$ cat config.mk
export PLATFORM = sky130hd
export DESIGN_NAME = uart_echo_top
export DESIGN_NICKNAME = d
export VERILOG_FILES = /design/src/verilog/uart_stream_pkg.sv /design/src/verilog/uart_line_pkg.sv /design/src/verilog/uart_echo_top.sv /design/src/verilog/uart_tx.sv /design/src/verilog/uart_byte_fifo.sv /design/src/verilog/uart_rx.sv
export VERILOG_INCLUDE_DIRS = /design/src /design/src/verilog
export SDC_FILE = /design/constraint.sdc
export NUM_CORES = 1
export LEC_CHECK = 0
export BUFFER_PORTS_ARGS = -buffer_cell sky130_fd_sc_hd__buf_2
export CAP_MARGIN = 0
export CORE_UTILIZATION = 50
export CTS_CLUSTER_DIAMETER = 50
export DETAILED_ROUTE_END_ITERATION = 12
export PLACE_DENSITY = 0.66
export SETUP_SLACK_MARGIN = 0.5
export SLEW_MARGIN = 20
export SYNTH_ARGS = -nofsm -noshare
export SYNTH_HDL_FRONTEND = slang
export SYNTH_SLANG_ARGS = --single-unit
$ cat constraint.sdc
create_clock -name i_clk -period 7.4 [get_ports i_clk]
set_input_delay 0 -clock i_clk [delete_from_list [all_inputs] [get_ports i_clk]]
set_output_delay 0 -clock i_clk [all_outputs]
set_load 0.01 [all_outputs]
$ cat src/verilog/uart_defines.svh
// build-time constants only; clocks per bit must be 4 or more and even so mid-bit sampling holds
`ifndef UART_DEFINES_SVH
`define UART_DEFINES_SVH

//////////////////////////////////////////////////////////////////////
// serial line timing
//////////////////////////////////////////////////////////////////////

// system clocks per serial bit
`define UART_CLKS_PER_BIT 8

//////////////////////////////////////////////////////////////////////
// echo buffer sizing
//////////////////////////////////////////////////////////////////////

// fifo depth as a power of two
`define UART_FIFO_DEPTH_LOG2 3
`define UART_FIFO_DEPTH (1 << `UART_FIFO_DEPTH_LOG2)

`endif
$ cat src/verilog/uart_stream_pkg.sv
// byte-stream types; the occupancy width follows the fifo depth from the defines header

`include "uart_defines.svh"

package uart_stream_pkg;

   //////////////////////////////////////////////////////////////////////
   // payload
   //////////////////////////////////////////////////////////////////////

   // one frame worth of data, lsb is the first bit on the wire
   typedef logic [7:0] data_byte_t;

   //////////////////////////////////////////////////////////////////////
   // buffer bookkeeping
   //////////////////////////////////////////////////////////////////////

   // one extra bit so a full fifo can be told apart from an empty one
   typedef logic [`UART_FIFO_DEPTH_LOG2:0] fifo_count_t;

endpackage

$ cat src/verilog/uart_line_pkg.sv
// serial-side types for an 8N1 line; no parity or break states exist in either machine

package uart_line_pkg;

   // receiver frame tracking
   typedef enum logic [1:0] {
      RX_IDLE,
      RX_START,
      RX_DATA,
      RX_STOP
   } rx_state_e;

   // transmitter frame tracking, same bit order as the receiver
   typedef enum logic [1:0] {
      TX_IDLE,
      TX_START,
      TX_DATA,
      TX_STOP
   } tx_state_e;

   // frame_err and overrun are single-cycle pulses, fifo_full is a level
   typedef struct packed {
      logic frame_err;
      logic overrun;
      logic fifo_full;
   } line_status_t;

endpackage

$ cat src/verilog/uart_echo_top.sv
// echo channel, rx into fifo into tx; bytes received while the fifo is full are dropped
`timescale 1ns/10ps

module uart_echo_top (
   input  logic                        i_clk,
   input  logic                        i_nrst,
   input  logic                        i_rx,
   input  logic                        i_tx_pause,
   output logic                        o_tx,
   output uart_line_pkg::line_status_t o_status
);

   // receiver to fifo
   logic                        rx_valid;
   logic                        rx_ready;
   uart_stream_pkg::data_byte_t rx_data;

   // fifo to transmitter
   logic                        q_valid;
   logic                        q_ready;
   uart_stream_pkg::data_byte_t q_data;

   logic                        frame_err;
   logic                        overrun;
   logic                        fifo_full;

   uart_rx u_rx (
      .i_clk       (i_clk),
      .i_nrst      (i_nrst),
      .i_rx        (i_rx),
      .o_valid     (rx_valid),
      .o_data      (rx_data),
      .i_ready     (rx_ready),
      .o_frame_err (frame_err),
      .o_overrun   (overrun)
   );

   uart_byte_fifo u_fifo (
      .i_clk        (i_clk),
      .i_nrst       (i_nrst),
      .i_push_valid (rx_valid),
      .i_push_data  (rx_data),
      .o_push_ready (rx_ready),
      .o_pop_valid  (q_valid),
      .o_pop_data   (q_data),
      .i_pop_ready  (q_ready),
      .o_full       (fifo_full)
   );

   uart_tx u_tx (
      .i_clk   (i_clk),
      .i_nrst  (i_nrst),
      .i_valid (q_valid),
      .i_data  (q_data),
      .o_ready (q_ready),
      .i_pause (i_tx_pause),
      .o_tx    (o_tx)
   );

   assign o_status = '{frame_err: frame_err, overrun: overrun, fifo_full: fifo_full};

endmodule

$ cat src/verilog/uart_tx.sv
// 8N1 transmitter at one fixed rate; pause only holds off new frames, never one in flight
`timescale 1ns/10ps
`include "uart_defines.svh"

module uart_tx (
   input  logic                        i_clk,
   input  logic                        i_nrst,
   input  logic                        i_valid,
   input  uart_stream_pkg::data_byte_t i_data,
   output logic                        o_ready,
   input  logic                        i_pause,
   output logic                        o_tx
);

   uart_line_pkg::tx_state_e              state;
   logic [$clog2(`UART_CLKS_PER_BIT)-1:0] baud_cnt;
   logic [$clog2(`UART_CLKS_PER_BIT)-1:0] baud_next;
   logic                                  full_bit;
   logic [2:0]                            bit_idx;
   uart_stream_pkg::data_byte_t           tx_byte;
   logic                                  tx_q;

   //////////////////////////////////////////////////////////////////////
   // byte acceptance
   //////////////////////////////////////////////////////////////////////

   // pops the fifo head in the one idle cycle that sees it
   assign o_ready = (state == uart_line_pkg::TX_IDLE) && i_valid && !i_pause;

   // hold the byte locally, the fifo head moves on after the pop
   always_ff @(posedge i_clk) begin
      if (o_ready) begin
         tx_byte <= i_data;
      end
   end

   assign baud_next = baud_cnt + ($clog2(`UART_CLKS_PER_BIT))'(1);
   assign full_bit  = (baud_cnt == ($clog2(`UART_CLKS_PER_BIT))'(`UART_CLKS_PER_BIT - 1));

   //////////////////////////////////////////////////////////////////////
   // frame state machine and line driver
   //////////////////////////////////////////////////////////////////////

   always_ff @(posedge i_clk or negedge i_nrst) begin
      if (!i_nrst) begin
         state    <= uart_line_pkg::TX_IDLE;
         baud_cnt <= '0;
         bit_idx  <= '0;
         tx_q     <= 1'b1;
      end else begin
         case (state)
            uart_line_pkg::TX_IDLE: begin
               baud_cnt <= '0;
               if (o_ready) begin
                  state <= uart_line_pkg::TX_START;
                  tx_q  <= 1'b0;
               end
            end
            uart_line_pkg::TX_START: begin
               if (full_bit) begin
                  baud_cnt <= '0;
                  bit_idx  <= '0;
                  tx_q     <= tx_byte[0];
                  state    <= uart_line_pkg::TX_DATA;
               end else begin
                  baud_cnt <= baud_next;
               end
            end
            uart_line_pkg::TX_DATA: begin
               if (full_bit) begin
                  baud_cnt <= '0;
                  if (bit_idx == 3'd7) begin
                     tx_q  <= 1'b1;
                     state <= uart_line_pkg::TX_STOP;
                  end else begin
                     bit_idx <= bit_idx + 3'd1;
                     tx_q    <= tx_byte[bit_idx + 3'd1];
                  end
               end else begin
                  baud_cnt <= baud_next;
               end
            end
            uart_line_pkg::TX_STOP: begin
               // line stays high through stop and into idle
               if (full_bit) begin
                  baud_cnt <= '0;
                  state    <= uart_line_pkg::TX_IDLE;
               end else begin
                  baud_cnt <= baud_next;
               end
            end
            default: state <= uart_line_pkg::TX_IDLE;
         endcase
      end
   end

   assign o_tx = tx_q;

endmodule

$ cat src/verilog/uart_byte_fifo.sv
// synchronous byte fifo, depth set by the defines header; no push is taken while full
`timescale 1ns/10ps
`include "uart_defines.svh"

module uart_byte_fifo (
   input  logic                        i_clk,
   input  logic                        i_nrst,
   input  logic                        i_push_valid,
   input  uart_stream_pkg::data_byte_t i_push_data,
   output logic                        o_push_ready,
   output logic                        o_pop_valid,
   output uart_stream_pkg::data_byte_t o_pop_data,
   input  logic                        i_pop_ready,
   output logic                        o_full
);

   uart_stream_pkg::data_byte_t         mem [`UART_FIFO_DEPTH];
   logic [`UART_FIFO_DEPTH_LOG2-1:0]    wr_ptr;
   logic [`UART_FIFO_DEPTH_LOG2-1:0]    rd_ptr;
   uart_stream_pkg::fifo_count_t        count;
   logic                                push;
   logic                                pop;

   //////////////////////////////////////////////////////////////////////
   // handshake
   //////////////////////////////////////////////////////////////////////

   assign o_full       = (count == uart_stream_pkg::fifo_count_t'(`UART_FIFO_DEPTH));
   assign o_push_ready = !o_full;
   assign o_pop_valid  = (count != '0);
   assign o_pop_data   = mem[rd_ptr];

   assign push = i_push_valid && o_push_ready;
   assign pop  = o_pop_valid && i_pop_ready;

   //////////////////////////////////////////////////////////////////////
   // storage and pointers
   //////////////////////////////////////////////////////////////////////

   always_ff @(posedge i_clk) begin
      if (push) begin
         mem[wr_ptr] <= i_push_data;
      end
   end

   // pointers wrap on their own since the depth is a power of two
   always_ff @(posedge i_clk or negedge i_nrst) begin
      if (!i_nrst) begin
         wr_ptr <= '0;
         rd_ptr <= '0;
      end else begin
         if (push) begin
            wr_ptr <= wr_ptr + (`UART_FIFO_DEPTH_LOG2)'(1);
         end
         if (pop) begin
            rd_ptr <= rd_ptr + (`UART_FIFO_DEPTH_LOG2)'(1);
         end
      end
   end

   // occupancy, push and pop together leave it unchanged
   always_ff @(posedge i_clk or negedge i_nrst) begin
      if (!i_nrst) begin
         count <= '0;
      end else begin
         case ({push, pop})
            2'b10:   count <= count + uart_stream_pkg::fifo_count_t'(1);
            2'b01:   count <= count - uart_stream_pkg::fifo_count_t'(1);
            default: count <= count;
         endcase
      end
   end

endmodule

$ cat src/verilog/uart_rx.sv
// 8N1 receiver at one fixed rate, no vote or break detect; a byte offered while not ready is lost
`timescale 1ns/10ps
`include "uart_defines.svh"

module uart_rx (
   input  logic                        i_clk,
   input  logic                        i_nrst,
   input  logic                        i_rx,
   output logic                        o_valid,
   output uart_stream_pkg::data_byte_t o_data,
   input  logic                        i_ready,
   output logic                        o_frame_err,
   output logic                        o_overrun
);

   uart_line_pkg::rx_state_e              state;
   logic [$clog2(`UART_CLKS_PER_BIT)-1:0] baud_cnt;
   logic [$clog2(`UART_CLKS_PER_BIT)-1:0] baud_next;
   logic [2:0]                            bit_idx;
   uart_stream_pkg::data_byte_t           shift_q;
   logic                                  rx_meta;
   logic                                  rx_sync;
   logic                                  rx_last;
   logic                                  rx_fall;
   logic                                  half_bit;
   logic                                  full_bit;
   logic                                  stop_sample;

   //////////////////////////////////////////////////////////////////////
   // input synchronizer and edge detect
   //////////////////////////////////////////////////////////////////////

   // line idles high, so the flops come out of reset high
   always_ff @(posedge i_clk or negedge i_nrst) begin
      if (!i_nrst) begin
         rx_meta <= 1'b1;
         rx_sync <= 1'b1;
         rx_last <= 1'b1;
      end else begin
         rx_meta <= i_rx;
         rx_sync <= rx_meta;
         rx_last <= rx_sync;
      end
   end

   assign rx_fall   = rx_last & ~rx_sync;
   assign baud_next = baud_cnt + ($clog2(`UART_CLKS_PER_BIT))'(1);
   assign half_bit  = (baud_cnt == ($clog2(`UART_CLKS_PER_BIT))'(`UART_CLKS_PER_BIT / 2 - 1));
   assign full_bit  = (baud_cnt == ($clog2(`UART_CLKS_PER_BIT))'(`UART_CLKS_PER_BIT - 1));

   //////////////////////////////////////////////////////////////////////
   // frame state machine
   //////////////////////////////////////////////////////////////////////

   always_ff @(posedge i_clk or negedge i_nrst) begin
      if (!i_nrst) begin
         state    <= uart_line_pkg::RX_IDLE;
         baud_cnt <= '0;
         bit_idx  <= '0;
      end else begin
         case (state)
            uart_line_pkg::RX_IDLE: begin
               baud_cnt <= '0;
               if (rx_fall) begin
                  state <= uart_line_pkg::RX_START;
               end
            end
            uart_line_pkg::RX_START: begin
               if (half_bit) begin
                  baud_cnt <= '0;
                  bit_idx  <= '0;
                  // start bit gone high again means a glitch, drop it quietly
                  state    <= rx_sync ? uart_line_pkg::RX_IDLE : uart_line_pkg::RX_DATA;
               end else begin
                  baud_cnt <= baud_next;
               end
            end
            uart_line_pkg::RX_DATA: begin
               if (full_bit) begin
                  baud_cnt <= '0;
                  if (bit_idx == 3'd7) begin
                     state <= uart_line_pkg::RX_STOP;
                  end else begin
                     bit_idx <= bit_idx + 3'd1;
                  end
               end else begin
                  baud_cnt <= baud_next;
               end
            end
            uart_line_pkg::RX_STOP: begin
               if (full_bit) begin
                  baud_cnt <= '0;
                  state    <= uart_line_pkg::RX_IDLE;
               end else begin
                  baud_cnt <= baud_next;
               end
            end
            default: state <= uart_line_pkg::RX_IDLE;
         endcase
      end
   end

   // data bits arrive lsb first, shift in from the top
   always_ff @(posedge i_clk) begin
      if ((state == uart_line_pkg::RX_DATA) && full_bit) begin
         shift_q <= {rx_sync, shift_q[7:1]};
      end
   end

   //////////////////////////////////////////////////////////////////////
   // stop bit decision
   //////////////////////////////////////////////////////////////////////

   assign stop_sample = (state == uart_line_pkg::RX_STOP) && full_bit;
   assign o_valid     = stop_sample && rx_sync;
   assign o_frame_err = stop_sample && !rx_sync;
   // the line cannot wait, so a refused byte is simply gone
   assign o_overrun   = o_valid && !i_ready;
   assign o_data      = shift_q;

endmodule

# After elaboration in Yosys (flattened, before gate mapping)
# Memories as Yosys holds them, arrays and structs flattened. A register that Yosys moved wholly into a read port is not among the register bits.
# Index checks and enable logic that the tools add are counted.
# W data, S select, Z words.
[totals]
regBits = 38
elab_cells = 114
mem_count = 1
ramBits = 64
[mem_list]
columns = ["memory", "words", "word_bits", "read_ports", "rd_clocked_by_memory_dff", "wr", "line", "source"]
rows = [
  ["u_fifo.mem", 8, 8, 1, 1, 1, "uart_byte_fifo.sv:17", "uart_stream_pkg::data_byte_t mem [`UART_FIFO_DEPTH];"],
]
[classes]
n_eq_ne = 26
order_cmp = 1
n_mux = 36
addsub = 8
n_reduce_logical = 26
bitwise = 2
[op_table]
columns = ["op", "n"]
rows = [
  ["$mux W3", 9],
  ["$mux W2", 11],
  ["$add A3 B1 Y3 const B", 6],
  ["$ne A2 B1 Y1 const B", 9],
  ["$pmux W3 S2", 3],
  ["$pmux W2 S4", 2],
  ["$eq A3 B3 Y1 const B", 4],
  ["$reduce_and A4 Y1", 3],
  ["$eq A2 B2 Y1 const B", 5],
  ["$reduce_and A5 Y1", 2],
  ["$logic_and A1 B1 Y1", 9],
  ["$pmux W3 S3", 1],
  ["$pmux W4 S2", 1],
  ["$mux W1", 7],
  ["$eq A2 B1 Y1 const B", 3],
  ["$ne A2 B2 Y1 const B", 3],
  ["$reduce_bool A2 Y1", 3],
  ["$add A4 B1 Y4 const B", 1],
  ["$eq A4 B4 Y1 const B", 1],
  ["$logic_not A2 Y1", 2],
  ["$lt A3 B4 Y1 const B", 1],
  ["$reduce_bool A4 Y1", 1],
  ["$sub A4 B1 Y4 const B", 1],
  ["$bmux W1 S3", 1],
  ["8 further kinds", 10],
]

# Longest topological paths before layout
[depth]
word_depth = 6
mapped_depth = 11
ltp_nobuf = 11

# Modules after synthesis
# From an unflattened synthesis, not the netlist that was laid out.
[hier_totals]
cells_unflattened = 290
area_unflattened_um2 = 4868.4
[by_module_without_submodules]
columns = ["mod", "area_each_um2", "seq_area_each_um2", "cells_each", "instances"]
rows = [
  ["uart_byte_fifo", 3131.8, 2172.1, 158, 1],
  ["uart_rx", 864.6, 519.2, 66, 1],
  ["uart_tx", 849.6, 466.7, 63, 1],
  ["uart_echo_top", 22.5, 0.0, 3, 1],
]

# Worst setup path after synthesis
# No wires, ideal clock.
[synth_timing]
path_kind = "register -> register"
from = "register u_rx.baud_cnt[0]"
to = "register u_fifo.count[3]"
slack_ns = 5.051
t_required_ns = 7.320
setup_ns = 0.080
n_path_buf = 0
path_stages_with_launch = 12
t_arrival_ns = 2.269
cell_sequence = "dfrtp_1 -> ha_1 -> ha_1 -> nand4_1 -> nor2_1 -> inv_1 -> ha_1 -> ha_1 -> a21o_1 -> a21oi_1 -> mux2i_1 -> xnor2_1"
[synth_between]
elab_chain_cells = 6
[synth_lines]
columns = ["item", "line", "source"]
rows = [
  ["start: declaration", "uart_rx.sv:17", "logic [$clog2(`UART_CLKS_PER_BIT)-1:0] baud_cnt;"],
  ["start signal: assignment", "uart_rx.sv:75", "baud_cnt <= baud_next;"],
  ["start signal: assignment", "uart_rx.sv:87", "baud_cnt <= baud_next;"],
  ["start signal: assignment", "uart_rx.sv:95", "baud_cnt <= baud_next;"],
  ["$eq A3 B3 Y1 *", "uart_rx.sv:49", "assign full_bit = (baud_cnt == ($clog2(`UART_CLKS_PER_BIT))'(`UART_CLKS_PER_BIT - 1));"],
  ["$logic_and A1 B1 Y1 *", "uart_rx.sv:114", "assign stop_sample = (state == uart_line_pkg::RX_STOP) && full_bit;"],
  ["$logic_and A1 B1 Y1 *", "uart_rx.sv:115", "assign o_valid = stop_sample && rx_sync;"],
  ["$logic_and A1 B1 Y1 *", "uart_byte_fifo.sv:33", "assign push = i_push_valid && o_push_ready;"],
  ["$eq A2 B1 Y1 or $eq A2 B2 Y1 (tied branches)", "uart_byte_fifo.sv:66", "case ({push, pop})"],
  ["$pmux W4 S2 or $reduce_bool A2 Y1 (tied branches)", "-", ""],
  ["end signal: assignment", "uart_byte_fifo.sv:67", "2'b10: count <= count + uart_stream_pkg::fifo_count_t'(1);"],
  ["end signal: assignment", "uart_byte_fifo.sv:68", "2'b01: count <= count - uart_stream_pkg::fifo_count_t'(1);"],
  ["end signal: assignment", "uart_byte_fifo.sv:69", "default: count <= count;"],
  ["end: declaration", "uart_byte_fifo.sv:20", "uart_stream_pkg::fifo_count_t count;"],
]
# Mark *: on every way between the ends. The rest lies on a longest branch, timed or not.
# A chain may end at the register's enable or synchronous reset.

# Worst setup path after layout
[layout_timing]
from = "register u_rx.baud_cnt[0]"
to = "memory u_fifo.mem[0][7] (netlist bit), enable pin"
[layout_between]
elab_chain_cells = 6
[layout_lines]
columns = ["item", "line", "source"]
rows = [
  ["$eq A3 B3 Y1", "uart_rx.sv:49", ""],
  ["$logic_and A1 B1 Y1", "uart_rx.sv:114", ""],
  ["$logic_and A1 B1 Y1", "uart_rx.sv:115", ""],
  ["$logic_and A1 B1 Y1", "uart_byte_fifo.sv:33", ""],
  ["$mux W1", "uart_byte_fifo.sv:41", "if (push) begin"],
  ["$mux W1 (not written as such)", "uart_byte_fifo.sv:42", "mem[wr_ptr] <= i_push_data;"],
  ["end: declaration", "uart_byte_fifo.sv:17", ""],
]
# No other way between the ends.

==> impl_metrics.csv <==
group,metric,value,unit
synthesis,synthTopCellsByCount,"edfxtp_1 (80), dfrtp_1 (26), ha_1 (20)",
synthesis,synth_area,4700,µm²
synthesis,synth_edf_count,80,
outcome,outcome,"finished clean",
placement,place_area,4790,µm²
timing,tightest_slew,1120,ps
placement,port_buffers,7,
synthesis,ys_top_cells_by_area,"edfxtp_1 (51%), dfrtp_1 (14%), ha_1 (5.3%)",
drt,vias_per_cell,5.56,
die,die-area,9790,µm²
timing,period_needed,2640,ps
clock_tree,clk_pin_slew_worst_paths,110,ps
placement,place_congestion,0.726,
final_layout,layout-drive-gt1-share,0.205,
setup_path,cp-end-kind,"register",
timing,relSlewSlack,0.244,
grt,grt_pass1_wl,11500,µm
final_layout,areaGrowthSynthToFinish,6.73,%
synthesis,netlist-cell-type-count,47,
clock_tree,cts_resized,0,
drt,num_vias,2217,
clock_tree,cts_sinks,110,
power_and_ir_drop,leakagePower,0.00185,µW
setup_path,cp-start-kind,"register",
timing,rsz0062_at_grt,"no",
synthesis,synthFlopType,"edfxtp_1",
timing,setup_tns,0,ps
min_path,hp-class,"in2async",
clock_tree,numCtsBuffers,9,
grt,grt_pass1_vias,2181,
power_and_ir_drop,finalPower,1030,µW
clock_tree,clockBufferDepth,2,
final_layout,nNetsFinal,308,
die,die_h,99.0,µm
grt,grt_start_max_net_pins,31,
synthesis,postSynthAreaPerCell,17.2,µm²
die,ios,8,
timing,hold_violations,0,
setup_path,r2r_slack,4760,ps
grt,gr-total-overflow,0,
synthesis,yosysMostFrequentCell,"edfxtp_1",
power_and_ir_drop,power.density,206,nW/µm²
placement,dp_hpwl,4630,µm
die,initial_core_util,0.514,
setup_path,rr_worst_depth,5,
clock_tree,insertion_delay,360,ps
synthesis,syn_nets,299,
drt,drc,0,
timing,drv_slew,0,
synthesis,seq_area_frac_synth,0.672,
power_and_ir_drop,max-vdd-ir-drop,0.124,mV
synthesis,ys_ff_latch,110,
setup_path,crit_fanout,8,
die,placementRows,35,
final_layout,num_antenna_cells,0,
synthesis,yosysTopAreaCellShare,0.511,
setup_path,crit_type,"reg2reg",
timing,fin_skew,15.2,ps
drt,wire_per_inst,17.6,µm
die,fp.dieW,99.0,µm
final_layout,final_area,5020,µm²
synthesis,yosysTopAreaCell,"edfxtp_1",
setup_path,cp.arrival,2610,ps
drt,wl,7030,µm
clock_tree,cts_tree,"yes",
setup_path,regToRegStartpoint,"u_rx.baud_cnt[0]",
clock_tree,root_buffer,"clkbuf_8",
run,drv_cap,0,
drt,drt-pass1-iter-count,4,
timing,hold-worst-slack,192,ps
grt,grt_antenna_before_repair,0,
synthesis,yosys_warnings,0,
setup_path,reg2reg_to,"u_fifo.mem[0][7]",
timing,fin_crit_sh,0.356,
grt,gr-usage-all-layers,0.160,
clock_tree,htreeDepth,3,
die,coreArea,9150,µm²
drt,antenna_left,0,
synthesis,netlist_instances,274,
drt,dr.first_iter.drc_count,165,
timing,setup_viol,0,
timing,fmax,0.379,GHz
setup_path,required,7380,ps
synthesis,ys_async_sr_fraction,0.273,
## registers in the layout, indices dropped and copies added, names as in the netlist, named ones only
name / count
u_fifo.count: 4
u_fifo.mem: 64
u_fifo.rd_ptr: 3
u_fifo.wr_ptr: 3
u_rx.baud_cnt: 3
u_rx.bit_idx: 3
u_rx.o_data: 8
u_rx.rx_last: 1
u_rx.rx_meta: 1
u_rx.rx_sync: 1
u_rx.state: 1
u_tx.baud_cnt: 3
u_tx.bit_idx: 3
u_tx.o_tx: 1
u_tx.state: 2
u_tx.tx_byte: 8
## cells in the final DEF, fill, tap and decap left out, types with 5 or more instances in the layout
cell type,netlist,final
a22o_1,5,5
buf_2,2,7
clkbuf_8,0,9
dfrtp_1,26,25
edfxtp_1,80,80
ha_1,20,20
inv_1,12,12
mux2_2,13,13
mux2i_1,6,6
mux4_1,6,6
mux4_2,11,11
nand2_1,11,11
nor2_1,15,15
o21ai_0,7,7
## cell type report
cell class / instances / area (µm²)
multi-input combinational: 140 / 1420
tap: 111 / 139
fill: 710 / 4140
clock buffer: 9 / 124
timing repair buffer: 10 / 65.1
inverter: 12 / 45.0
clock inverter: 7 / 63.8
sequential: 110 / 3160
## worst max-delay path, cell delays in order, from the launching register on
cell and delay (ps):
dfrtp_1 360, ha_1 200, ha_1 220, nand4_1 180, or3_1 420, nor3_1 880
## timing repair
| action | CTS | global route |
|---|---|---|
| buffers inserted | 0 | 0 |
| hold endpoints to repair | 29 | 0 |
| hold buffers | 3 | 0 |
## layer usage
metal  wire, µm  share of wire  track usage
met3        284          0.040       0.0262
met4         99          0.014       0.0654
met1       3400           0.48        0.232
met5          0              0            0
met2       3250           0.46        0.243
## logic make-up (layout without fill, tap and decap cells)
group           count (synthesis)  count (layout)  share of synthesized area
flops                         110             110                      0.672
simple gates                   50              50                     0.0588
mux                            37              37                      0.133
compound gates                 26              26                     0.0405
buf+inv                        24              38                     0.0269
fa+ha+maj                      21              21                     0.0575
xor+xnor                        6               6                     0.0112
## through the flow
| stage | utilization | instances | worst slack (ps) |
|---|---|---|---|
| finish | 0.548 | 399 | 4760 |
| global route | 0.548 | 399 | 4580 |
| floorplan | - | 274 | 5050 |
| detailed placement | 0.524 | 380 | 4640 |
| global placement | 0.524 | 380 | 4790 |
| CTS | 0.548 | 399 | 4630 |
## worst max-delay path by stage
stage / from / end / depth (start not counted)
floorplan: u_rx.baud_cnt[0] / u_fifo.count[3] / 11
global placement: u_rx.baud_cnt[0] / u_fifo.mem[1][3] / 6
detailed placement: u_rx.baud_cnt[0] / u_fifo.mem[1][5] / 6
CTS: u_rx.baud_cnt[0] / u_fifo.mem[1][7] / 6
global route: u_rx.baud_cnt[0] / u_fifo.count[3] / 11
finish: u_rx.baud_cnt[0] / u_fifo.mem[0][7] / 5
## power breakdown
part	switching [µW]	leakage (µW)	internal [µW]
logic	11.5	0.000666	10.4
clock network	213	0.0000907	131
registers	7.34	0.00109	662
No activity file was read; power rests on OpenSTA's default activity.
